File: src/capture_settings.svh
`ifndef CAPTURE_SETTINGS_SVH
`define CAPTURE_SETTINGS_SVH

// Source timing, one pixel per clock
`define H_TOTAL         858
`define V_TOTAL         525

// Capture window
`define CAPTURE_WIDTH   640
`define H_START_PROG    44
`define H_START_DBL     1
`define V_END_PROG      480

// In line-doubled mode each field holds 240 lines
`define FIELD_LINES     240
`define FIELD2_FIRST    263

// Readout trigger points
`define H_TRIGGER       320
`define V_TRIGGER_PROG  1
`define V_TRIGGER_F1    1
`define V_TRIGGER_F2    264

// Ring buffer geometry, four slots of 1024 pixels
`define BUFFER_LINES    4
`define LINE_SLOT       1024

// Bus widths
`define COORD_W         12
`define ADDR_W          12

`endif

File: src/capture_pkg.sv
package capture_pkg;

    // Scan mode of the source, constant over a frame
    typedef enum logic {
        mode_progressive,
        mode_line_doubled
    } scan_mode_t;

    // Line readout FSM
    typedef enum logic [1:0] {
        rd_idle,
        rd_wait_line,
        rd_read_line
    } reader_state_t;

endpackage

File: src/line_reader.sv
`timescale 1ns/100ps

`include "capture_settings.svh"

module line_reader
    import capture_pkg::*;
(
    input  logic               clock,
    input  logic               reset,
    input  scan_mode_t         scan_mode,
    input  logic               start_trigger,
    input  logic               start_field,
    input  logic [23:0]        rd_data,
    output logic               rd_en,
    output logic [`ADDR_W-1:0] rd_addr,
    output logic               out_valid,
    output logic [23:0]        out_pixel,
    output logic [9:0]         out_x,
    output logic [8:0]         out_line,
    output logic               out_field
);

    localparam logic [9:0] last_read   = 10'(`CAPTURE_WIDTH - 1);
    localparam logic [9:0] last_period = 10'(`H_TOTAL - 1);

    reader_state_t state;
    logic [9:0]    period_count;
    logic [8:0]    line_count;
    logic [8:0]    last_line;
    logic          field;

    logic          tag_valid;
    logic [9:0]    tag_x;
    logic [8:0]    tag_line;
    logic          tag_field;

    // Each run line takes exactly one source line period,
    // period_count doubles as the pixel index while reading
    always_ff @(posedge clock) begin
        if (reset) begin
            state        <= rd_idle;
            rd_en        <= 1'b0;
            period_count <= '0;
            line_count   <= '0;
        end else if (start_trigger) begin
            state        <= rd_read_line;
            rd_en        <= 1'b1;
            period_count <= '0;
            line_count   <= '0;
        end else begin
            case (state)
                rd_read_line: begin
                    period_count <= period_count + 1'b1;
                    if (period_count == last_read) begin
                        state <= rd_wait_line;
                        rd_en <= 1'b0;
                    end
                end
                rd_wait_line: begin
                    if (period_count == last_period) begin
                        period_count <= '0;
                        if (line_count == last_line) begin
                            state <= rd_idle;
                        end else begin
                            state      <= rd_read_line;
                            rd_en      <= 1'b1;
                            line_count <= line_count + 1'b1;
                        end
                    end else begin
                        period_count <= period_count + 1'b1;
                    end
                end
                default: begin
                    rd_en <= 1'b0;
                end
            endcase
        end
    end

    // Run length and field are taken from the trigger
    always_ff @(posedge clock) begin
        if (start_trigger) begin
            field     <= start_field;
            last_line <= (scan_mode == mode_line_doubled) ? 9'(`FIELD_LINES - 1)
                                                          : 9'(`V_END_PROG - 1);
        end
    end

    assign rd_addr = `ADDR_W'((line_count % `BUFFER_LINES) * `LINE_SLOT + period_count);

    // Tags travel beside the RAM read so consecutive reads overlap
    always_ff @(posedge clock) begin
        if (reset) begin
            tag_valid <= 1'b0;
            out_valid <= 1'b0;
        end else begin
            tag_valid <= rd_en;
            out_valid <= tag_valid;
        end
    end

    always_ff @(posedge clock) begin
        tag_x     <= period_count;
        tag_line  <= line_count;
        tag_field <= field;
        out_pixel <= rd_data;
        out_x     <= tag_x;
        out_line  <= tag_line;
        out_field <= tag_field;
    end

    no_read_when_idle: assert property (
        @(posedge clock) disable iff (reset)
        state == rd_idle |-> !rd_en
    );

    out_x_in_range: assert property (
        @(posedge clock) disable iff (reset)
        out_valid |-> out_x < 10'(`CAPTURE_WIDTH)
    );

endmodule

File: config.mk
export PLATFORM = sky130hd
export DESIGN_NAME = line_reader
export DESIGN_NICKNAME = d
export VERILOG_FILES = /design/src/capture_pkg.sv /design/src/line_reader.sv
export VERILOG_INCLUDE_DIRS = /design/src
export SDC_FILE = /design/constraint.sdc
export NUM_CORES = 1
export LEC_CHECK = 0
export BUFFER_PORTS_ARGS = -buffer_cell sky130_fd_sc_hd__clkbuf_2
export CORE_MARGIN = 10
export CORE_UTILIZATION = 45
export CTS_CLUSTER_DIAMETER = 50
export DETAILED_ROUTE_END_ITERATION = 12
export PLACE_DENSITY = 0.82
export SLEW_MARGIN = 20
export SYNTH_ARGS = -nofsm -noshare
export SYNTH_HDL_FRONTEND = slang
export SYNTH_SLANG_ARGS = --single-unit
File: constraint.sdc
create_clock -name clock -period 3.8 [get_ports clock]
set_clock_uncertainty 0.05 [all_clocks]
set_input_delay 0.38 -clock clock [delete_from_list [all_inputs] [get_ports clock]]
set_output_delay 0.38 -clock clock [all_outputs]
set_load 0.03 [all_outputs]
==> results.yml <==
clock_network:
  clk_pin_slew_ns: 0.08
  cts_setup_buffers: 0
  insertion_delay_ns: 0.34
  cts_root_buf: "clkbuf_8"
  clock_path_buffers: 2
  cts_hold_buf: 0
  clock-sinks: 91
  htree_num_levels: 3
  tritoncts: "built"
  numCtsBuffers: 9
  cts_resized: 0
synth:
  avgSynthCellArea_um2: 12.7
  synth_most_common_cell: "dfxtp_1"
  synthCells: 204
  synth_warnings: 0
  netlist_area_um2: 2590
  synthTopCellsByArea: "dfxtp_1 68%, xnor2_1 3.7%, edfxtp_1 3.5%"
  synth.distinct_cells: 38
  synth_edf_count: 3
  synthFlopType: "dfxtp_1"
  yosysSeqAreaShare_pct: 71.6
  synth_top_area_cell: "dfxtp_1"
  postSynth.asyncResetShare_pct: 0
  synthesis.nets: 238
  ys_seq_elements: 91
  synth_top_cells_by_count: "88 x dfxtp_1, 20 x nor2_1, 11 x xnor2_1"
  synth_top_area_share_pct: 68.1
finish:
  fin_cells: 374
  antenna-diode-count: 0
  areaGrowthSynthToFinish_pct: 28.6
  fillerInstances: 448
  nets: 331
  drive_gt1_share_pct: 37.1
global_route:
  grt_pass1_vias: 1644
  grt_pass1_wl_mm: 7.81
  grt_use_total_pct: 11.2
  grt_max_degree: 16
  grt_antenna_before_repair: 0
  overflow: 0
drt:
  via_count: 1711
  drtAntennaViolNets: 0
  wl_met1_mm: 2.01
  wl_met3_um: 497
  drc: 0
  first_pass_iters: 4
  highest_layer: "met4"
  drt_iter0_drc: 65
  vias_per_cell: 4.57
  wl_met2_mm: 2.44
  wirelength_mm: 5.08
  wl_per_cell_um: 13.6
worst_hold_path:
  hp-class: "input port to register"
  hold_end: "out_pixel[5]"
  hold_depth: 1
  min_from: "rd_data[5]"
place:
  dpl.hpwl_mm: 3.90
  port_buffers: 86
  place_inst: 358
  globalplace.congestion: 0.823
  pre_cts_slack_ns: 1.54
setup_path:
  cp-start-kind: "register"
  startpoint: "period_count[0]"
  r2r_start: "period_count[0]"
  path_cells: "ha_1, and3_2, nand4_1, nor4_2, or4b_1, o21ai_2"
  required_ns: 4.03
  regToRegSetupSlack_ns: 1.50
  cp_max_fo: 12
  crit_slowest_cell: "or4b_1"
  rr_endpoint: "line_count[8]"
  critical_path_class: "register to register"
  worstSetupEndpointType: "register"
  worstRegToRegCells: 6
  arrival_ns: 2.54
  slowest_delay_ns: 0.49
job:
  maxCapViolations: 0
floorplanning:
  die_area_um2: 9180
  fp.coreArea_um2: 5540
  die_w_um: 95.8
  io_pins: 87
  initial_core_util_pct: 46.7
  die_height_um: 95.8
  rows: 27
sta:
  fmax_mhz: 434
  finalSetupViolations: 0
  fin_setup_tns_ns: 0
  finalWorstSetupSlack_ns: 1.50
  rsz0062_at_grt: "no"
  period_needed_ns: 2.30
  relSlewSlack_pct: 52.5
  period_share_pct: 60.6
  final_hold_viol_count: 0
  tightest_slew_ns: 0.708
  slew_viol_final: 0
  holdWs_ns: 0.0795
pwr:
  power.density_nw_per_um2: 553
  p_leak_nw: 1.45
  vdd_drop_max_v: 0.000253
run_status:
  status: "complete, no violations"
==> flip-flops by register name (all words and copies together) (netlist names), 2 cells and up <==
signal        cells
last_line         2
line_count        9
out_line          9
out_pixel        24
out_x            10
period_count     10
state             2
tag_line          9
tag_x            10
==> cell type report <==
type / instances / area [µm²] / share of cell area, %
clock buffers: 10 / 138 / 4.14
clock inverters: 6 / 110 / 3.31
inverters: 5 / 18.8 / 0.564
multi-input cells: 104 / 689 / 20.7
flip-flops and latches: 91 / 1850 / 55.6
well taps: 72 / 90.1 / 2.71
repair buffers: 86 / 430 / 12.9
==> cells by family after synthesis <==
group	synth area share, %
muxes	0.387
AOI/OAI and AO/OA	3.82
adders and majority gates	2.42
DFF	71.6
buffers and inverters	1.79
and+or+nand+nor	14.6
xor gates and xnor gates	5.42
==> cells in the final DEF (no fill, tap or decap), types with 6 or more instances in the layout <==
master / instances
clkbuf_2: 86
clkbuf_8: 10
dfxtp_1: 88
nand2_1: 10
nand3_1: 6
nor2_1: 20
nor2b_1: 6
xnor2_1: 11
==> power breakdown <==
part	total (mW)	internal, mW	switching (mW)
sequential	0.988	0.980	0.00809
clock	0.766	0.456	0.309
combinational	0.0869	0.0291	0.0578
==> per-layer routing <==
| metal | GRT usage [%] | vias to the layer above |
|---|---|---|
| met2 | 17.9 | 62 |
| met5 | 0 | - |
| met4 | 7.49 | 0 |
| met3 | 4.67 | 11 |
| li1 | - | 866 |
| met1 | 11.9 | 772 |
==> critical path: cells and delay by family, from the launching register on <==
kind | cells | cell delay [ns]
compound gates | 1 | 0.07
fa+ha+maj | 1 | 0.18
flops | 1 | 0.45
simple gates | 4 | 1.50
==> through the flow <==
stage,power (mW),cell area [µm²],utilization [%]
finish,1.84,3330,60.1
global route,1.91,3330,60.1
CTS,1.86,3330,60.1
detailed placement,1.10,3080,55.6
global placement,1.10,3080,55.6
floorplan,1.06,2590,-
==> worst max path at each step <==
stage	to	slack, ns	cells after the start
floorplan	line_count[8]	1.79	6
global placement	line_count[8]	1.63	7
detailed placement	line_count[8]	1.54	6
CTS	line_count[8]	1.50	6
global route	line_count[8]	1.28	7
finish	line_count[8]	1.50	6
(Power assumes the default switching activity.)
