## src/capture_settings.svh

```systemverilog
`ifndef CAPTURE_SETTINGS_SVH
`define CAPTURE_SETTINGS_SVH

// Source timing, one pixel per clock
`define H_TOTAL         858
`define V_TOTAL         525

// Capture window
`define CAPTURE_WIDTH   640
`define H_START_PROG    44
`define H_START_DBL     1
`define V_END_PROG      480

// In line-doubled mode each field holds 240 lines
`define FIELD_LINES     240
`define FIELD2_FIRST    263

// Readout trigger points
`define H_TRIGGER       320
`define V_TRIGGER_PROG  1
`define V_TRIGGER_F1    1
`define V_TRIGGER_F2    264

// Ring buffer geometry, four slots of 1024 pixels
`define BUFFER_LINES    4
`define LINE_SLOT       1024

// Bus widths
`define COORD_W         12
`define ADDR_W          12

`endif

```

## src/capture_pkg.sv

```systemverilog
package capture_pkg;

    // Scan mode of the source, constant over a frame
    typedef enum logic {
        mode_progressive,
        mode_line_doubled
    } scan_mode_t;

    // Line readout FSM
    typedef enum logic [1:0] {
        rd_idle,
        rd_wait_line,
        rd_read_line
    } reader_state_t;

endpackage

```

## src/video2ram.sv

```systemverilog
`timescale 1ns/100ps

`include "capture_settings.svh"

module video2ram
    import capture_pkg::*;
(
    input  logic                clock,
    input  logic                reset,
    input  scan_mode_t          scan_mode,
    input  logic [23:0]         pixel_d,
    input  logic [`COORD_W-1:0] counter_x,
    input  logic [`COORD_W-1:0] counter_y,
    output logic                wr_en,
    output logic [`ADDR_W-1:0]  wr_addr,
    output logic [23:0]         wr_data,
    output logic                start_trigger,
    output logic                start_field
);

    logic [`COORD_W-1:0] h_start;
    logic [`COORD_W-1:0] col;
    logic [`COORD_W-1:0] line_num;
    logic                in_lines;
    logic                in_window;
    logic                trigger_hit;
    logic                trigger_field;

    // Window and trigger points for the current scan mode
    always_comb begin
        h_start       = `COORD_W'(`H_START_PROG);
        line_num      = counter_y;
        in_lines      = counter_y < `COORD_W'(`V_END_PROG);
        trigger_hit   = counter_y == `COORD_W'(`V_TRIGGER_PROG);
        trigger_field = 1'b0;
        if (scan_mode == mode_line_doubled) begin
            h_start = `COORD_W'(`H_START_DBL);
            if (counter_y < `COORD_W'(`FIELD_LINES)) begin
                in_lines = 1'b1;
            end else if (counter_y >= `COORD_W'(`FIELD2_FIRST) &&
                         counter_y < `COORD_W'(`FIELD2_FIRST + `FIELD_LINES)) begin
                // Second field lines map back onto stored lines 0 to 239
                in_lines = 1'b1;
                line_num = counter_y - `COORD_W'(`FIELD2_FIRST);
            end else begin
                in_lines = 1'b0;
            end
            trigger_hit   = counter_y == `COORD_W'(`V_TRIGGER_F1) ||
                            counter_y == `COORD_W'(`V_TRIGGER_F2);
            trigger_field = counter_y == `COORD_W'(`V_TRIGGER_F2);
        end
    end

    assign col       = counter_x - h_start;
    assign in_window = in_lines && counter_x >= h_start &&
                       counter_x < h_start + `COORD_W'(`CAPTURE_WIDTH);

    always_ff @(posedge clock) begin
        if (reset) begin
            wr_en         <= 1'b0;
            start_trigger <= 1'b0;
            start_field   <= 1'b0;
        end else begin
            wr_en <= in_window;
            if (trigger_hit && counter_x == `COORD_W'(`H_TRIGGER)) begin
                start_trigger <= 1'b1;
                start_field   <= trigger_field;
            end else begin
                start_trigger <= 1'b0;
                start_field   <= 1'b0;
            end
        end
    end

    // Stored line L lands in slot L mod 4
    always_ff @(posedge clock) begin
        wr_data <= pixel_d;
        wr_addr <= `ADDR_W'((line_num % `BUFFER_LINES) * `LINE_SLOT + col);
    end

    wr_column_in_range: assert property (
        @(posedge clock) disable iff (reset)
        wr_en |-> (wr_addr % `LINE_SLOT) < `CAPTURE_WIDTH
    );

    trigger_single_cycle: assert property (
        @(posedge clock) disable iff (reset)
        start_trigger |=> !start_trigger
    );

endmodule

```

## config.mk

```make
export PLATFORM = sky130hd
export DESIGN_NAME = video2ram
export DESIGN_NICKNAME = d
export VERILOG_FILES = /design/src/capture_pkg.sv /design/src/video2ram.sv
export VERILOG_INCLUDE_DIRS = /design/src
export SDC_FILE = /design/constraint.sdc
export NUM_CORES = 1
export LEC_CHECK = 0
export BUFFER_PORTS_ARGS = -buffer_cell sky130_fd_sc_hd__buf_2
export CELL_PAD_IN_SITES_DETAIL_PLACEMENT = 1
export CELL_PAD_IN_SITES_GLOBAL_PLACEMENT = 2
export CORE_ASPECT_RATIO = 2
export CORE_MARGIN = 1
export CORE_UTILIZATION = 27
export CTS_CLUSTER_SIZE = 40
export DETAILED_ROUTE_END_ITERATION = 8
export GPL_ROUTABILITY_DRIVEN = 0
export PLACE_DENSITY_LB_ADDON = 0.05
export SETUP_SLACK_MARGIN = 0.05
export SYNTH_ARGS = -nofsm -noshare
export SYNTH_HDL_FRONTEND = slang
export SYNTH_SLANG_ARGS = --single-unit
```

## constraint.sdc

```tcl
create_clock -name clock -period 7 [get_ports clock]
set_input_delay 1.4 -clock clock [delete_from_list [all_inputs] [get_ports clock]]
set_output_delay 1.4 -clock clock [all_outputs]
set_load 0.03 [all_outputs]
```

==> out/metrics.yaml, run 1 <==
clocking:
  cts.clk_slew.worst_paths_ns: 0.06
  clk_path_buf_depth: 2
  hold_buffers: 0
  cts_root_buf: "clkbuf_16"
  cts_resized: 0
  cts_sinks: 39
  cts_tree: "done"
  htreeDepth: 2
  cts_buffers: 5
  post_cts_buffers: 0
placement:
  numPortBuffers: 89
  dp_worst_setup_slack_ns: 3.18
  dp_hpwl_um: 3630
run_status:
  violations: "DRC"
  status: "finished, violations left"
worst_setup_path:
  cp_max_fo: 11
  path_buf_inv: 2
  critPathLaunch: "scan_mode"
  path_delay_family: "compound AO/OA/AOI/OAI gates"
  cp_data_arrival_time_ns: 3.69
  path_class: "in2reg"
  cp_cell_sequence: "buf_2 > ha_1 > inv_1 > ha_1 > fa_1 > a211oi_1 > o21bai_1 > a31oi_1 > o21bai_1 > a21oi_1 > xnor2_1"
  cp.required_ns: 7.21
  critPathSlowestCell: "fa_1"
  start_kind: "input port"
  critPathCaptureType: "flop"
  cp_slowest_stage_delay_ns: 0.42
cells_and_area:
  fin_util_pct: 39.7
  diodes: 0
  final_common_cell: "buf_2"
  mostFrequentLayoutCells: "buf_2, dfxtp_1, ha_1"
  area_growth_pct: 41.9
  nets: 325
  drive_gt1_share_pct: 40.2
sta:
  max_freq_mhz: 287
  setup_tns_ns: 0
  period_needed_ns: 3.49
  drv_slew: 0
  finalHoldViolCount: 0
  relSlewSlack_pct: 69.3
  rsz0062_at_grt: "no"
  period_share_pct: 49.8
  timing.final.ws_setup_ns: 3.51
  tightest_slew_ns: 0.456
  finalSetupViolCount: 0
drt:
  final_antenna_net_count: 0
  drt_first_pass_iters: 6
  drtIter0Drc: 19
  vias_per_cell: 4.62
  post_drt_wl_per_cell_um: 13.5
  totalWireLength_um: 4170
  dr_total_vias: 1427
  drcViolationCount: 9
power:
  finalPower_uw: 661
  leakagePower_nw: 1.21
  power.density_nw_per_um2: 280
  vdd_drop_max_mv: 0.0870
hold_path:
  hold_class: "in2reg"
  holdCritStartpoint: "pixel_d[17]"
synthesis:
  async_reset_ff_share_pct: 0
  syn-cell-area_um2: 1670
  ys_warn_count: 0
  synth_nets: 229
  synth-edff-count: 0
  synth_ff_type: "dfxtp_1"
  synth.distinct_cells: 26
  avgSynthCellArea_um2: 11.2
  synthCells: 149
  ys_ff_latch: 39
  synth_seq_area_share_pct: 46.9
grt:
  grt_pass1_vias: 1545
  grt.overflow.total: 0
  antenna_found_initial: 0
  grt_max_degree: 13
  grtUsageTotal_pct: 14.0
  grt_pass1_wl_um: 6800
die:
  die_w_um: 57.5
  placementRows: 40
  die_area_um2: 6510
  die_h_um: 113
  start_util_pct: 28.0
  core_area_um2: 5960
  io_pins: 90
flow_run:
  maxCapViolations: 0
-- through the flow --
step / cell area, um2 / cells / hold WS (ns)
detailed placement: 2190 / 301 / 1.50
global route: 2360 / 309 / 1.21
floorplan: 1670 / 149 / 1.43
CTS: 2360 / 309 / 1.21
global placement: 2190 / 301 / 1.50
finish: 2360 / 309 / 1.22
-- cell type report --
type                    count  area (um2)
fillers                   717        3590
multi-input cells          96         832
flip-flops and latches     39         781
repair buffers             89         445
clock buffers               6         139
well taps                  63        78.8
inverters                  14        52.6
clock inverters             2        35.0
-- power by group --
| group | switching (mW) | internal [mW] | total, mW | leakage (nW) |
|---|---|---|---|---|
| Clock | 0.0813 | 0.177 | 0.258 | 0.0868 |
| Sequential | 0.00472 | 0.246 | 0.251 | 0.328 |
| Combinational | 0.0981 | 0.0535 | 0.152 | 0.799 |
| Total | 0.184 | 0.477 | 0.661 | 1.21 |
-- path summary, 6_finish.rpt --
| check | end | slack, ns | cells after the start |
|---|---|---|---|
| hold / removal | wr_data[17]$_DFF_P_ | 1.22 | 1 |
| setup / recovery | wr_addr[11]$_DFF_P_ | 3.51 | 11 |
-- cells by family (layout without fill, tap and decap cells) --
| kind of cell | after synthesis | count (layout) | synth area share (%) |
|---|---|---|---|
| compound gates | 26 | 26 | 10.1 |
| xor+xnor | 12 | 12 | 6.31 |
| fa+ha+maj | 29 | 29 | 23.1 |
| buf+inv | 14 | 111 | 3.16 |
| flops | 39 | 39 | 46.9 |
| mux | 3 | 3 | 1.80 |
| simple gates | 26 | 26 | 8.56 |
-- metal layers --
layer	up-vias	share of wire, %	wire length, um	track usage [%]
met5	-	0	0	0
met4	0	2.2	93	7.32
met3	6	6.9	288	3.31
met2	60	61	2540	29.1
met1	660	30	1240	11.0
li1	701	-	-	-
-- cells in the mapped netlist, drive strengths merged, types with 2 or more instances --
library cell  number  area share [%]
or3                3             1.1
a21o               2            0.90
o2111ai            2             1.1
dfxtp             39              47
nand2              6             1.4
o21ai              4             1.2
nor2               4            0.90
o21bai             5             2.3
a211oi             2            0.90
mux2i              3             1.8
fa                 3             3.6
xor2               5             2.6
nand4              4             1.5
a21oi              8             2.4
nor4               4             1.5
ha                26              20
or4                2             1.1
inv               14             3.2
xnor2              7             3.7
-- flip-flops by register name, indices dropped and copies added, names as in the netlist --
signal         cells
start_trigger      1
start_field        1
wr_addr           12
wr_en              1
wr_data           24
No activity file was read; power rests on OpenSTA's default activity.
==> run 2, diff against run 1 <==
--- a/config.mk
+++ b/config.mk
@@ -11,7 +11,7 @@
 export CELL_PAD_IN_SITES_GLOBAL_PLACEMENT = 2
 export CORE_ASPECT_RATIO = 2
 export CORE_MARGIN = 1
-export CORE_UTILIZATION = 27
+export CORE_UTILIZATION = 25
 export CTS_CLUSTER_SIZE = 40
 export DETAILED_ROUTE_END_ITERATION = 8
 export GPL_ROUTABILITY_DRIVEN = 0
==> constraint.sdc (replaced) <==
create_clock -name clock -period 3.28 [get_ports clock]
set_input_delay 0.656 -clock clock [delete_from_list [all_inputs] [get_ports clock]]
set_output_delay 0.656 -clock clock [all_outputs]
set_load 0.03 [all_outputs]
==> out/metrics.yaml, run 2 (same netlist as run 1, synthesis figures left out) <==
drt:
  post_drt_wl_per_cell_um: 13.2
  vias_per_cell: 4.42
  drcViolationCount: 0
  final_antenna_net_count: 0
  drtIter0Drc: 24
  totalWireLength_um: 4380
  dr_total_vias: 1471
  drt_first_pass_iters: 3
die:
  die_h_um: 117
  die_w_um: 59.7
  placementRows: 41
  start_util_pct: 26.2
  io_pins: 90
  die_area_um2: 7010
  core_area_um2: 6360
cells_and_area:
  drive_gt1_share_pct: 40.1
  max_flop_register: "wr_data"
  final_common_cell: "buf_2"
  diodes: 0
  final_cell_count_no_fill: 333
  mostFrequentLayoutCells: "buf_2, dfxtp_1, ha_1"
  final_area_um2: 2410
  nets: 326
  fin_util_pct: 38.0
  top_regs: "wr_data (24), wr_addr (12)"
  area_growth_pct: 45.0
  largest_reg_flops: 24
clocking:
  hold_buffers: 0
  cts_tree: "done"
  cts.clk_slew.worst_paths_ns: 0.06
  cts_sinks: 39
  htreeDepth: 2
  clk_path_buf_depth: 2
  cts_resized: 0
  cts_buffers: 5
  cts_root_buf: "clkbuf_16"
  post_cts_buffers: 0
placement:
  placed_cells: 325
  numPortBuffers: 89
  dpl_cell_area_um2: 2230
  dp_hpwl_um: 3780
sta:
  finalSetupViolCount: 0
  period_needed_ns: 2.65
  tightest_slew_ns: 0.468
  period_share_pct: 80.9
  finalHoldViolCount: 0
  setup_tns_ns: 0
  drv_slew: 0
  hold_ws_ns: 0.476
  rsz0062_at_grt: "no"
  max_freq_mhz: 377
  relSlewSlack_pct: 68.5
worst_setup_path:
  cp_slowest_stage_delay_ns: 0.44
  path_class: "in2reg"
  cp.required_ns: 3.49
  critPathSlowestCell: "fa_1"
  cp_max_fo: 3
  cp_cell_sequence: "buf_2 > inv_1 > ha_1 > inv_1 > ha_1 > fa_1 > a211oi_1 > o21bai_1 > a31oi_1 > o21bai_1 > a21oi_1 > xnor2_1"
  start_kind: "input port"
  path_buf_inv: 3
  critPathCaptureType: "flop"
  cp_num_cells: 12
  path_delay_family: "compound AO/OA/AOI/OAI gates"
  cp_data_arrival_time_ns: 2.87
grt:
  grt_pass1_wl_um: 6810
  grtUsageTotal_pct: 13.2
  grt_pass1_vias: 1518
  grt_max_degree: 13
  antenna_found_initial: 0
  grt.overflow.total: 0
power:
  vdd_drop_max_mv: 0.216
  leakagePower_nw: 1.22
  power.density_nw_per_um2: 611
run_status:
  status: "finished clean"
flow_run:
  maxCapViolations: 0
hold_path:
  holdPathStages: 1
  hold_class: "in2reg"
## run 2: report_power, final
group | leakage, nW | switching [mW] | total, mW | internal [mW]
logic | 0.803 | 0.209 | 0.324 | 0.115
registers | 0.328 | 0.00980 | 0.535 | 0.525
clock network | 0.0911 | 0.180 | 0.616 | 0.436
total | 1.22 | 0.399 | 1.48 | 1.08
## run 2: metrics by stage
stage                     power, mW  worst slack [ns]
after global placement        0.875             0.324
after global routing           1.55             0.486
after CTS                      1.51             0.581
after floorplan               0.757             0.710
after detailed placement      0.877             0.299
final                          1.48             0.626
## run 2: final timing paths
check / from / end
worst max-delay path: counter_x[0] / wr_addr[11]$_DFF_P_
worst min-delay path: pixel_d[3] / wr_data[3]$_DFF_P_
## run 2: area by class of cell
type	instances	area (um2)
Fill cell	804	3950
Tap cell	86	108
Sequential cell	39	781
Timing Repair Buffer	90	453
Multi-Input combinational cell	96	832
Inverter	14	52.6
Clock inverter	2	60.1
Clock buffer	6	129
## run 2: layer usage
layer	vias up	global-route usage, %	part of all wire (%)
li1	707	-	-
met1	682	10.5	31
met2	71	25.6	57
met3	11	3.09	8.0
met4	0	8.43	4.4
met5	-	0	0
