File: config.mk
export PLATFORM = sky130hd
export DESIGN_NAME = video_counters
export DESIGN_NICKNAME = d
export VERILOG_FILES = /design/src/video_counters.sv
export VERILOG_INCLUDE_DIRS = /design/src
export SDC_FILE = /design/constraint.sdc
export NUM_CORES = 1
export LEC_CHECK = 0
export ABC_AREA = 1
export BUFFER_PORTS_ARGS = -buffer_cell sky130_fd_sc_hd__buf_2
export CAP_MARGIN = 20
export CORE_ASPECT_RATIO = 2
export CORE_MARGIN = 5
export CORE_UTILIZATION = 35
export DETAILED_ROUTE_END_ITERATION = 8
export GPL_ROUTABILITY_DRIVEN = 0
export HOLD_SLACK_MARGIN = 0.02
export PLACE_DENSITY_LB_ADDON = 0.15
export SLEW_MARGIN = 20
export SYNTH_ARGS = -nofsm -noshare
export SYNTH_HDL_FRONTEND = slang
export SYNTH_SLANG_ARGS = --single-unit
File: constraint.sdc
create_clock -name clock -period 2.1 [get_ports clock]
set_clock_uncertainty 0.15 [all_clocks]
set_input_delay 0.21 -clock clock [delete_from_list [all_inputs] [get_ports clock]]
set_output_delay 0.21 -clock clock [all_outputs]
set_load 0.05 [all_outputs]
File: src/capture_settings.svh
`ifndef CAPTURE_SETTINGS_SVH
`define CAPTURE_SETTINGS_SVH

// Source timing, one pixel per clock
`define H_TOTAL         858
`define V_TOTAL         525

// Capture window
`define CAPTURE_WIDTH   640
`define H_START_PROG    44
`define H_START_DBL     1
`define V_END_PROG      480

// In line-doubled mode each field holds 240 lines
`define FIELD_LINES     240
`define FIELD2_FIRST    263

// Readout trigger points
`define H_TRIGGER       320
`define V_TRIGGER_PROG  1
`define V_TRIGGER_F1    1
`define V_TRIGGER_F2    264

// Ring buffer geometry, four slots of 1024 pixels
`define BUFFER_LINES    4
`define LINE_SLOT       1024

// Bus widths
`define COORD_W         12
`define ADDR_W          12

`endif

File: src/video_counters.sv
`timescale 1ns/100ps

`include "capture_settings.svh"

module video_counters (
    input  logic                clock,
    input  logic                reset,
    input  logic                line_start,
    input  logic                frame_start,
    input  logic [23:0]         pixel,
    output logic [`COORD_W-1:0] counter_x,
    output logic [`COORD_W-1:0] counter_y,
    output logic [23:0]         pixel_d
);

    // The pixel that arrives with line_start sits at column 0
    always_ff @(posedge clock) begin
        if (reset) begin
            counter_x <= '0;
        end else if (line_start) begin
            counter_x <= '0;
        end else if (counter_x != '1) begin
            counter_x <= counter_x + 1'b1;
        end
    end

    // Both counters hold at their maximum if the strobes stop
    always_ff @(posedge clock) begin
        if (reset) begin
            counter_y <= '0;
        end else if (frame_start) begin
            counter_y <= '0;
        end else if (line_start && counter_y != '1) begin
            counter_y <= counter_y + 1'b1;
        end
    end

    // One register stage keeps the pixel lined up with its coordinates
    always_ff @(posedge clock) begin
        pixel_d <= pixel;
    end

    // A frame always begins on a line boundary
    frame_on_line: assert property (
        @(posedge clock) disable iff (reset)
        frame_start |-> line_start
    );

endmodule

==> results of run 1 <==
==> path summary, 6_finish.rpt <==
check	from	depth (start not counted)	end	slack, ps
max	counter_x[0]	7	counter_x[7]	380
min	line_start	3	counter_y[2]	120
max reg2reg	counter_x[0]	7	counter_x[7]	380
min reg2reg	counter_x[8]	2	counter_x[8]	380
==> Yosys cell counts (all sizes together) <==
cell | count | area (µm²)
nand2 | 54 | 205.2
dfxtp | 48 | 960.9
nor2 | 40 | 152.6
inv | 31 | 116.4
nand3 | 20 | 110.1
a21oi | 12 | 60.06
o21ai | 7 | 35.03
nand4 | 5 | 31.28
nor3 | 3 | 26.28
ha | 2 | 25.02
xor2 | 2 | 17.52
a31oi | 1 | 6.260
buf | 1 | 11.26
clkbuf | 1 | 3.750
o211a | 1 | 10.01
or2 | 1 | 6.260
xnor2 | 1 | 8.760
==> through the flow <==
stage	hold slack (ps)	total power (µW)
floorplan	87.72	1087
global placement	161.8	1147
detailed placement	164.0	1149
CTS	98.86	1929
global route	138.7	1976
finish	122.2	1888
==> power breakdown <==
group          leakage, µW  switching, µW  internal (µW)
Sequential        0.000396           9.15            937
Clock            0.0000645            308            420
Combinational     0.000807            139           74.3
==> flip-flops by register name (all words and copies together), names as in the netlist <==
name       cells
counter_x     12
pixel_d       24
counter_y     12
==> worst reg2reg max path, cell delays in order, from the launching register on <==
cell	delay (ps)
sky130_fd_sc_hd__dfxtp_1	400
sky130_fd_sc_hd__ha_1	220
sky130_fd_sc_hd__nand2_2	90
sky130_fd_sc_hd__nor3_4	290
sky130_fd_sc_hd__nand3_2	270
sky130_fd_sc_hd__nand3_1	160
sky130_fd_sc_hd__nand2_1	60
sky130_fd_sc_hd__inv_1	40
==> cell families (layout without fill, tap and decap cells) <==
group	Yosys count	in the layout	synth area share
AO/OA/AOI/OAI	21	21	0.06233
XOR/XNOR	3	3	0.01471
adder cells (fa/ha/maj)	2	2	0.01400
buffers and inverters	33	140	0.07353
flip-flops	48	48	0.5378
AND/OR/NAND/NOR	123	123	0.2976
==> per-layer routing <==
layer / wire (µm) / global-route usage
met1: 1498 / 0.1378
met2: 2827 / 0.2970
met5: 0 / 0
met4: 158 / 0.09117
met3: 161 / 0.03497
==> what timing repair did <==
action                                 CTS  global route
endpoints found under the hold margin   24             0
buffers inserted                         0             0
hold buffers                            24             0
==> placed cells by master (no fill, tap or decap), drive strengths merged <==
| master | n |
|---|---|
| buf | 77 |
| nand2 | 54 |
| dfxtp | 48 |
| nor2 | 40 |
| inv | 31 |
| dlygate4sd3 | 24 |
| nand3 | 20 |
| a21oi | 12 |
| o21ai | 7 |
| clkbuf | 7 |
| nand4 | 5 |
| nor3 | 3 |
| xor2 | 2 |
| ha | 2 |
| or2 | 1 |
| a31oi | 1 |
| xnor2 | 1 |
| o211a | 1 |
| bufinv | 1 |
==> final cells by class <==
class | count | area (µm²)
repair buffers | 101 | 630.6
multi-input cells | 149 | 694.4
clock buffers | 7 | 96.34
well taps | 57 | 71.32
fillers | 483 | 2310
flip-flops and latches | 48 | 960.9
inverters | 31 | 116.4
clock inverters | 1 | 30.03
==> impl_summary.txt, run 1 <==
----------------------------------------------------
[Outcome]
  Outcome ... finished, final reports clean

[Layout]
  Share of final-layout standard cells stronger than drive strength 1 ... 0.2700
  Final core utilization ... 0.5296
  Area Overhead vs Synth ... 45.52%
  Final Net Count ... between 300 and 400
  Finished Cell Area ... 2600 µm²
  Final antenna diode count ... 0
  Non-filler cells, final ... 394

[Die]
  Die width ... just over 60 µm
  Number of I/O pins ... between 70 and 80
  DIE HEIGHT ... about 110 µm
  Die area ... 6720 µm²
  Row count ... 36
  Initial standard-cell utilization of the core ... 0.3639
  Area inside the core boundary ... between 4000 and 5000 µm²

[Detailed routing]
  Via Count ... ~1800
  DRC violation count after routing ... 0
  Antenna Nets Post-Route ... 0
  Vias/cell ... about 4.5
  Iteration-0 DRC Markers ... 40
  Iteration count of the initial detailed-routing pass ... 4
  Routed Wire Length ... 4.646 mm
  Routed wire length per instance ... 11.79 µm

[STA]
  Final worst path period need ... approximately 1700 ps
  Worst Max-Slew Pin Slew ... around 330 ps
  Final sum of negative setup slack ... 0 ps
  Max_slew headroom ... 0.7798
  Number of setup violations in the final report ... 0
  Achievable Freq ... slightly below 600 MHz
  Tcrit/Tclk final ... 0.8187
  Setup repair after global routing missed its margin ... no
  Max-slew violations ... 0
  Final WS setup ... 380.7 ps
  Total count of hold-check failures in the final report ... 0

[Setup path]
  Data required time at the worst endpoint ... roughly 2200 ps
  Critical Path Slowest Stage Cell ... sky130_fd_sc_hd__dfxtp_1
  Worst setup SP type ... flip-flop
  Arrival time of the worst setup path ... 1830 ps
  Endpoint type of the worst setup path ... flip-flop
  Cell family with the largest share of critical-path delay ... simple AND/OR/NAND/NOR gates
  Cell chain of the critical path ... ha_1 > nand2_2 > nor3_4 > nand3_2 > nand3_1 > nand2_1 > inv_1
  Number of buffer and inverter instances along the worst setup path ... 1
  Highest fanout seen on the critical path ... 11
  Crit-path max cell delay ... approximately 400 ps
  Class of the most critical setup path ... reg -> reg

[Placement]
  Buffers on Ports ... 75
  Sum of net half-perimeters after detailed placement ... around 3.5 mm
  Cell count after placement ... 362
  Placed standard-cell area ... 2233 µm²
  Pre-CTS WS ... 383.3 ps

[Yosys]
  Syn_area_per_cell ... around 7.8 µm²
  Number of standard cells after synthesis ... 230
  Netlist area before placement ... around 1800 µm²
  Post-Syn Nets ... 260
  Synthesized flop and latch total ... 48
  Total of warnings raised by yosys ... 0
  Number of distinct standard cells referenced by the synthesized netlist ... 22
  Sequential fraction of the synthesis area ... 0.5378

[Clocking]
  Clock latency at the later pin of the worst-skew pair ... 300 ps
  Post-CTS resize count ... 0
  Worst-case clock buffer depth ... 2
  Level count of the clock H-tree ... 2
  TritonCTS clock tree ... built
  Clock buffers created by TritonCTS ... 5
  Clock Sinks ... 48
  Root cell of the clock tree ... sky130_fd_sc_hd__clkbuf_8
  Reg clk slew, reported paths ... 90 ps

[Min path]
  Worst hold-check path type ... in -> reg

[Power]
  LEAKAGE ... about 0.0013 µW
  Worst vdd rail ir drop ... slightly below 0.0006 V
  Power per unit of standard cell area ... a little over 700 nW/µm²

[Job]
  MaxCap Viol Count ... 0

[GRT]
  GR Util All Layers ... 0.1568
  Vias in the first global route ... ~1700
  Overflow left after global routing ... 0
  Number of antenna violations at the first check in global routing ... 0
  Global-route wire length before repair ... ~7.9 mm
  Pin count of the biggest net entering global routing ... 15

----------------------------------------------------
Note: power is estimated with default switching activity, not from simulation.
==> run 2, diff against run 1 <==
--- a/config.mk
+++ b/config.mk
@@ -6,7 +6,7 @@
 export SDC_FILE = /design/constraint.sdc
 export NUM_CORES = 1
 export LEC_CHECK = 0
-export ABC_AREA = 1
+export ABC_AREA = 0
 export BUFFER_PORTS_ARGS = -buffer_cell sky130_fd_sc_hd__buf_2
 export CAP_MARGIN = 20
 export CORE_ASPECT_RATIO = 2
==> constraint.sdc (replaced) <==
create_clock -name clock -period 1.5 [get_ports clock]
set_clock_uncertainty 0.15 [all_clocks]
set_input_delay 0.15 -clock clock [delete_from_list [all_inputs] [get_ports clock]]
set_output_delay 0.15 -clock clock [all_outputs]
set_load 0.05 [all_outputs]
==> run 2 against run 1 <==
The flow now finishes with violations (setup timing). Sequential share of layout area down 1.7 points. Clock-buffer cell count down 1. Sequential cell count unchanged. Synthesized cell count down 30%. Highest routed layer unchanged. Core utilization up 11 points. Cell area up 14%. Total power up 28%. Non-clock buffer count up 29. Hold slack worse by 26 ps. Sequential power up 36%. Worst setup slack worse by 430 ps. Die area down 4.8%.
==> impl_summary.txt, run 2 <==
----------------------------------------------------
[Outcome]
  Outcome ... complete, but fails checks (was finished, final reports clean)
  Violated checks ... setup timing

[GRT]
  GR Util All Layers ... 0.1715 (was 0.1568)
  Vias in the first global route ... 1823 (was 1746)
  Pin count of the biggest net entering global routing ... 16 (was 15)
  Global-route wire length before repair ... 8.300 mm (was 7.879 mm)
  Overflow left after global routing ... 0 (unchanged)
  Number of antenna violations at the first check in global routing ... 0 (unchanged)

[Layout]
  Commonest non-fill, non-tap cell in the layout ... sky130_fd_sc_hd__buf_2 (unchanged)
  Filler cells ... 431 (was 483)
  Area Overhead vs Synth ... 76.28% (was 45.52%)
  Final core utilization ... 0.6410 (was 0.5296)
  Largest register FFs ... 24 (unchanged)
  Final Net Count ... 326 (was 366)
  Final antenna diode count ... 0 (unchanged)
  Biggest register ... pixel_d (unchanged)
  Highest-count cells in the layout ignoring fill and taps ... sky130_fd_sc_hd__buf_2 (75), sky130_fd_sc_hd__buf_4 (29), sky130_fd_sc_hd__dlygate4sd3_1 (25) (was sky130_fd_sc_hd__buf_2 (75), sky130_fd_sc_hd__nand2_1 (53), sky130_fd_sc_hd__dfxtp_1 (48))
  Finished Cell Area ... 2975 µm² (was 2600 µm²)
  Share of final-layout standard cells stronger than drive strength 1 ... 0.5522 (was 0.2700)
  Registers with the most flip-flops ... pixel_d (24), counter_x (12), counter_y (12) (unchanged)

[Clocking]
  Clock buffers created by TritonCTS ... 5 (unchanged)
  Reg clk slew, reported paths ... 90 ps (about the same)
  Root cell of the clock tree ... sky130_fd_sc_hd__clkbuf_8 (unchanged)
  Worst-case clock buffer depth ... 2 (unchanged)
  Level count of the clock H-tree ... 2 (unchanged)
  Clock latency at the later pin of the worst-skew pair ... 290 ps (was 300 ps)
  Clock Sinks ... 48 (unchanged)
  TritonCTS clock tree ... built (unchanged)

[Detailed routing]
  Iteration-0 DRC Markers ... 49 (was 40)
  Via Count ... 1744 (was 1776)
  Highest routing layer actually used ... met4 (unchanged)
  Routed Wire Length ... 5.275 mm (was 4.646 mm)
  Met2 Wirelength ... 3.221 mm (was 2.827 mm)
  Routed wire length per instance ... 14.99 µm (was 11.79 µm)
  Antenna Nets Post-Route ... 0 (unchanged)
  Met3 Wirelength ... 155 µm (was 161 µm)
  DRC violation count after routing ... 0 (unchanged)
  Met1 WL ... 1.725 mm (was 1.498 mm)
  Vias/cell ... 4.955 (was 4.508)
  Iteration count of the initial detailed-routing pass ... 4 (unchanged)

[STA]
  Total count of hold-check failures in the final report ... 0 (unchanged)
  Achievable Freq ... 643.6 MHz (was 581.6 MHz)
  Final WS setup ... -53.65 ps (was 380.7 ps)
  Tcrit/Tclk final ... 1.036 (was 0.8187)
  Number of setup violations in the final report ... 5 (was 0)
  Final hold slack ... 96.31 ps (was 122.2 ps)
  Max_slew headroom ... 0.7876 (was 0.7798)
  Final worst path period need ... 1554 ps (was 1719 ps)
  Worst Max-Slew Pin Slew ... 317.5 ps (was 327.8 ps)
  Final sum of negative setup slack ... -124.3 ps (was 0 ps)
  Setup repair after global routing missed its margin ... yes (was no)
  Max-slew violations ... 0 (unchanged)

[Die]
  Die area ... 6396 µm² (was 6720 µm²)
  Area inside the core boundary ... 4642 µm² (was 4910 µm²)
  Initial standard-cell utilization of the core ... 0.3636 (was 0.3639)
  Number of I/O pins ... 76 (unchanged)
  DIE HEIGHT ... 108.2 µm (was 111.0 µm)
  Die width ... 59.11 µm (was 60.52 µm)
  Row count ... 35 (was 36)

[Power]
  Worst vdd rail ir drop ... 0.0007983 V (was 0.0005806 V)
  Power per unit of standard cell area ... 809.7 nW/µm² (was 726.0 nW/µm²)
  LEAKAGE ... 0.001422 µW (was 0.001267 µW)

[Yosys]
  Library cell with the highest instance count after synthesis ... sky130_fd_sc_hd__dfxtp_1 (was sky130_fd_sc_hd__nand2_1)
  Post-Syn Nets ... 192 (was 260)
  Synthesized flop and latch total ... 48 (unchanged)
  Number of distinct standard cells referenced by the synthesized netlist ... 39 (was 22)
  Top cells by area in the synthesized netlist ... sky130_fd_sc_hd__dfxtp_1 (57%), sky130_fd_sc_hd__nand2_1 (3.1%), sky130_fd_sc_hd__nor2_1 (3.1%), sky130_fd_sc_hd__a21oi_1 (2.7%), sky130_fd_sc_hd__nand3_1 (2.4%) (was sky130_fd_sc_hd__dfxtp_1 (54%), sky130_fd_sc_hd__nand2_1 (11%), sky130_fd_sc_hd__nor2_1 (8.2%), sky130_fd_sc_hd__inv_1 (6.3%), sky130_fd_sc_hd__nand3_1 (5.0%))
  Share of synthesized flip-flops with an asynchronous set or reset ... 0 (unchanged)
  Share of the synthesized area in the top cell type ... 0.5693 (was 0.5378)
  Syn_area_per_cell ... 10.42 µm² (was 7.768 µm²)
  Netlist area before placement ... 1688 µm² (was 1787 µm²)
  Ys flop type ... sky130_fd_sc_hd__dfxtp_1 (unchanged)
  Cell taking the most area after synthesis ... sky130_fd_sc_hd__dfxtp_1 (unchanged)
  Number of enable flip-flop cells after synthesis ... 0 (unchanged)
  Total of warnings raised by yosys ... 0 (unchanged)
  Number of standard cells after synthesis ... 162 (was 230)
  Most frequent cells after synthesis ... sky130_fd_sc_hd__dfxtp_1 (48), sky130_fd_sc_hd__nand2_1 (14), sky130_fd_sc_hd__nor2_1 (14) (was sky130_fd_sc_hd__nand2_1 (53), sky130_fd_sc_hd__dfxtp_1 (48), sky130_fd_sc_hd__nor2_1 (39))
  Sequential fraction of the synthesis area ... 0.5693 (was 0.5378)

[Min path]
  Endpoint, Worst Hold ... counter_y[9] (was counter_y[2])
  Hold Path Cell Cnt ... 3 (unchanged)
  Startpoint of the most critical hold path ... frame_start (was line_start)
  Worst hold-check path type ... in -> reg (unchanged)

[Setup path]
  Endpoint type of the worst setup path ... flip-flop (unchanged)
  Data required time at the worst endpoint ... 1540 ps (was 2210 ps)
  Worst Reg-to-Reg Cells ... 5 (was 7)
  Number of buffer and inverter instances along the worst setup path ... 1 (unchanged)
  Critical Path Slowest Stage Cell ... sky130_fd_sc_hd__nor4_4 (was sky130_fd_sc_hd__dfxtp_1)
  Slack of the worst reg-to-reg path ... -50 ps (was 380 ps)
  Arrival time of the worst setup path ... 1600 ps (was 1830 ps)
  R2r startpoint ... counter_x[2] (was counter_x[0])
  Cell family with the largest share of critical-path delay ... simple AND/OR/NAND/NOR gates (unchanged)
  Class of the most critical setup path ... reg -> reg (unchanged)
  Highest fanout seen on the critical path ... 4 (was 11)
  Worst setup SP type ... flip-flop (unchanged)
  Endpoint of the lowest-slack register-to-register path ... counter_x[1] (was counter_x[7])
  Crit-path max cell delay ... 380 ps (was 400 ps)
  Cell chain of the critical path ... nand4_4 > nor4_4 > buf_4 > mux2i_1 > nor2_1 (was ha_1 > nand2_2 > nor3_4 > nand3_2 > nand3_1 > nand2_1 > inv_1)

[Placement]
  Sum of net half-perimeters after detailed placement ... 3.895 mm (was 3.495 mm)
  Placed standard-cell area ... 2499 µm² (was 2233 µm²)
  Pre-CTS WS ... -135.6 ps (was 383.3 ps)
  Buffers on Ports ... 75 (unchanged)

[Job]
  MaxCap Viol Count ... 0 (unchanged)

----------------------------------------------------
## run 2: cell count changes after synthesis, moves of 3 or more
cell and delta:
sky130_fd_sc_hd__a21oi_1 -3, sky130_fd_sc_hd__a31oi_1 +4, sky130_fd_sc_hd__inv_1 -27, sky130_fd_sc_hd__nand2_1 -39, sky130_fd_sc_hd__nand3_1 -10, sky130_fd_sc_hd__nand4_1 -5, sky130_fd_sc_hd__nor2_1 -25, sky130_fd_sc_hd__nor3_1 +3
sky130_fd_sc_hd__nor4_1 +6
## run 2: kinds of logic (layout without fill, tap and decap cells)
logic type,count (synthesis),in the layout,synth area share
AND/OR/NAND/NOR,64,64,0.2157
adder cells (fa/ha/maj),2,2,0.01482
XOR/XNOR,6,6,0.03113
AO/OA/AOI/OAI,34,34,0.1438
buffers and inverters,6,141,0.01334
flip-flops,48,48,0.5693
multiplexers,2,2,0.01186
## run 2: routing by layer
metal,GRT usage,up-vias
li1,-,857
met1,0.1556,832
met2,0.3386,40
met3,0.03106,15
met4,0.08590,0
met5,0,-
## run 2: stage by stage
stage	cells	power, µW
floorplan	162	1485
global placement	314	1576
detailed placement	314	1580
CTS	349	2451
global route	352	2515
finish	352	2409
## run 2: final cells by class
type                    instances  area [µm²]  area share
multi-input cells             108       897.1      0.3015
clock buffers                   6       82.58     0.02775
inverters                       3       11.26    0.003785
clock inverters                 2       12.51    0.004205
flip-flops and latches         48        1049      0.3524
repair buffers                130       854.6      0.2872
well taps                      55       68.82     0.02313
## run 2: worst max-delay path by stage
stage	slack (ps)	end	from	depth (start not counted)
floorplan	-260	counter_x[1]	counter_x[1]	6
finish	-50	counter_x[1]	counter_x[2]	5
global route	-130	counter_x[1]	counter_x[2]	5
CTS	-70	counter_x[1]	counter_x[5]	5
global placement	-80	counter_x[1]	counter_x[1]	6
detailed placement	-140	counter_x[1]	counter_x[1]	6
## run 2: repair_timing
| action | CTS | global route |
|---|---|---|
| gates resized for setup | 4 | 11 |
| endpoints found under the setup margin | 7 | 16 |
| endpoints found under the hold margin | 25 | 0 |
| buffers inserted | 2 | 3 |
| gates cloned | 0 | 0 |
| pin swaps | 5 | 6 |
| hold buffers | 25 | 0 |
## run 2: worst reg2reg max path: cells and delay by family, from the launching register on
family / cells / cell delay [ps]
muxes: 1 / 170
DFF: 1 / 370
and+or+nand+nor: 3 / 560
buffers and inverters: 1 / 200
## run 2: report_power, final
part | switching (µW) | total [µW] | internal (µW)
clock | 430 | 807 | 376
combinational | 203 | 315 | 112
sequential | 14.4 | 1290 | 1270
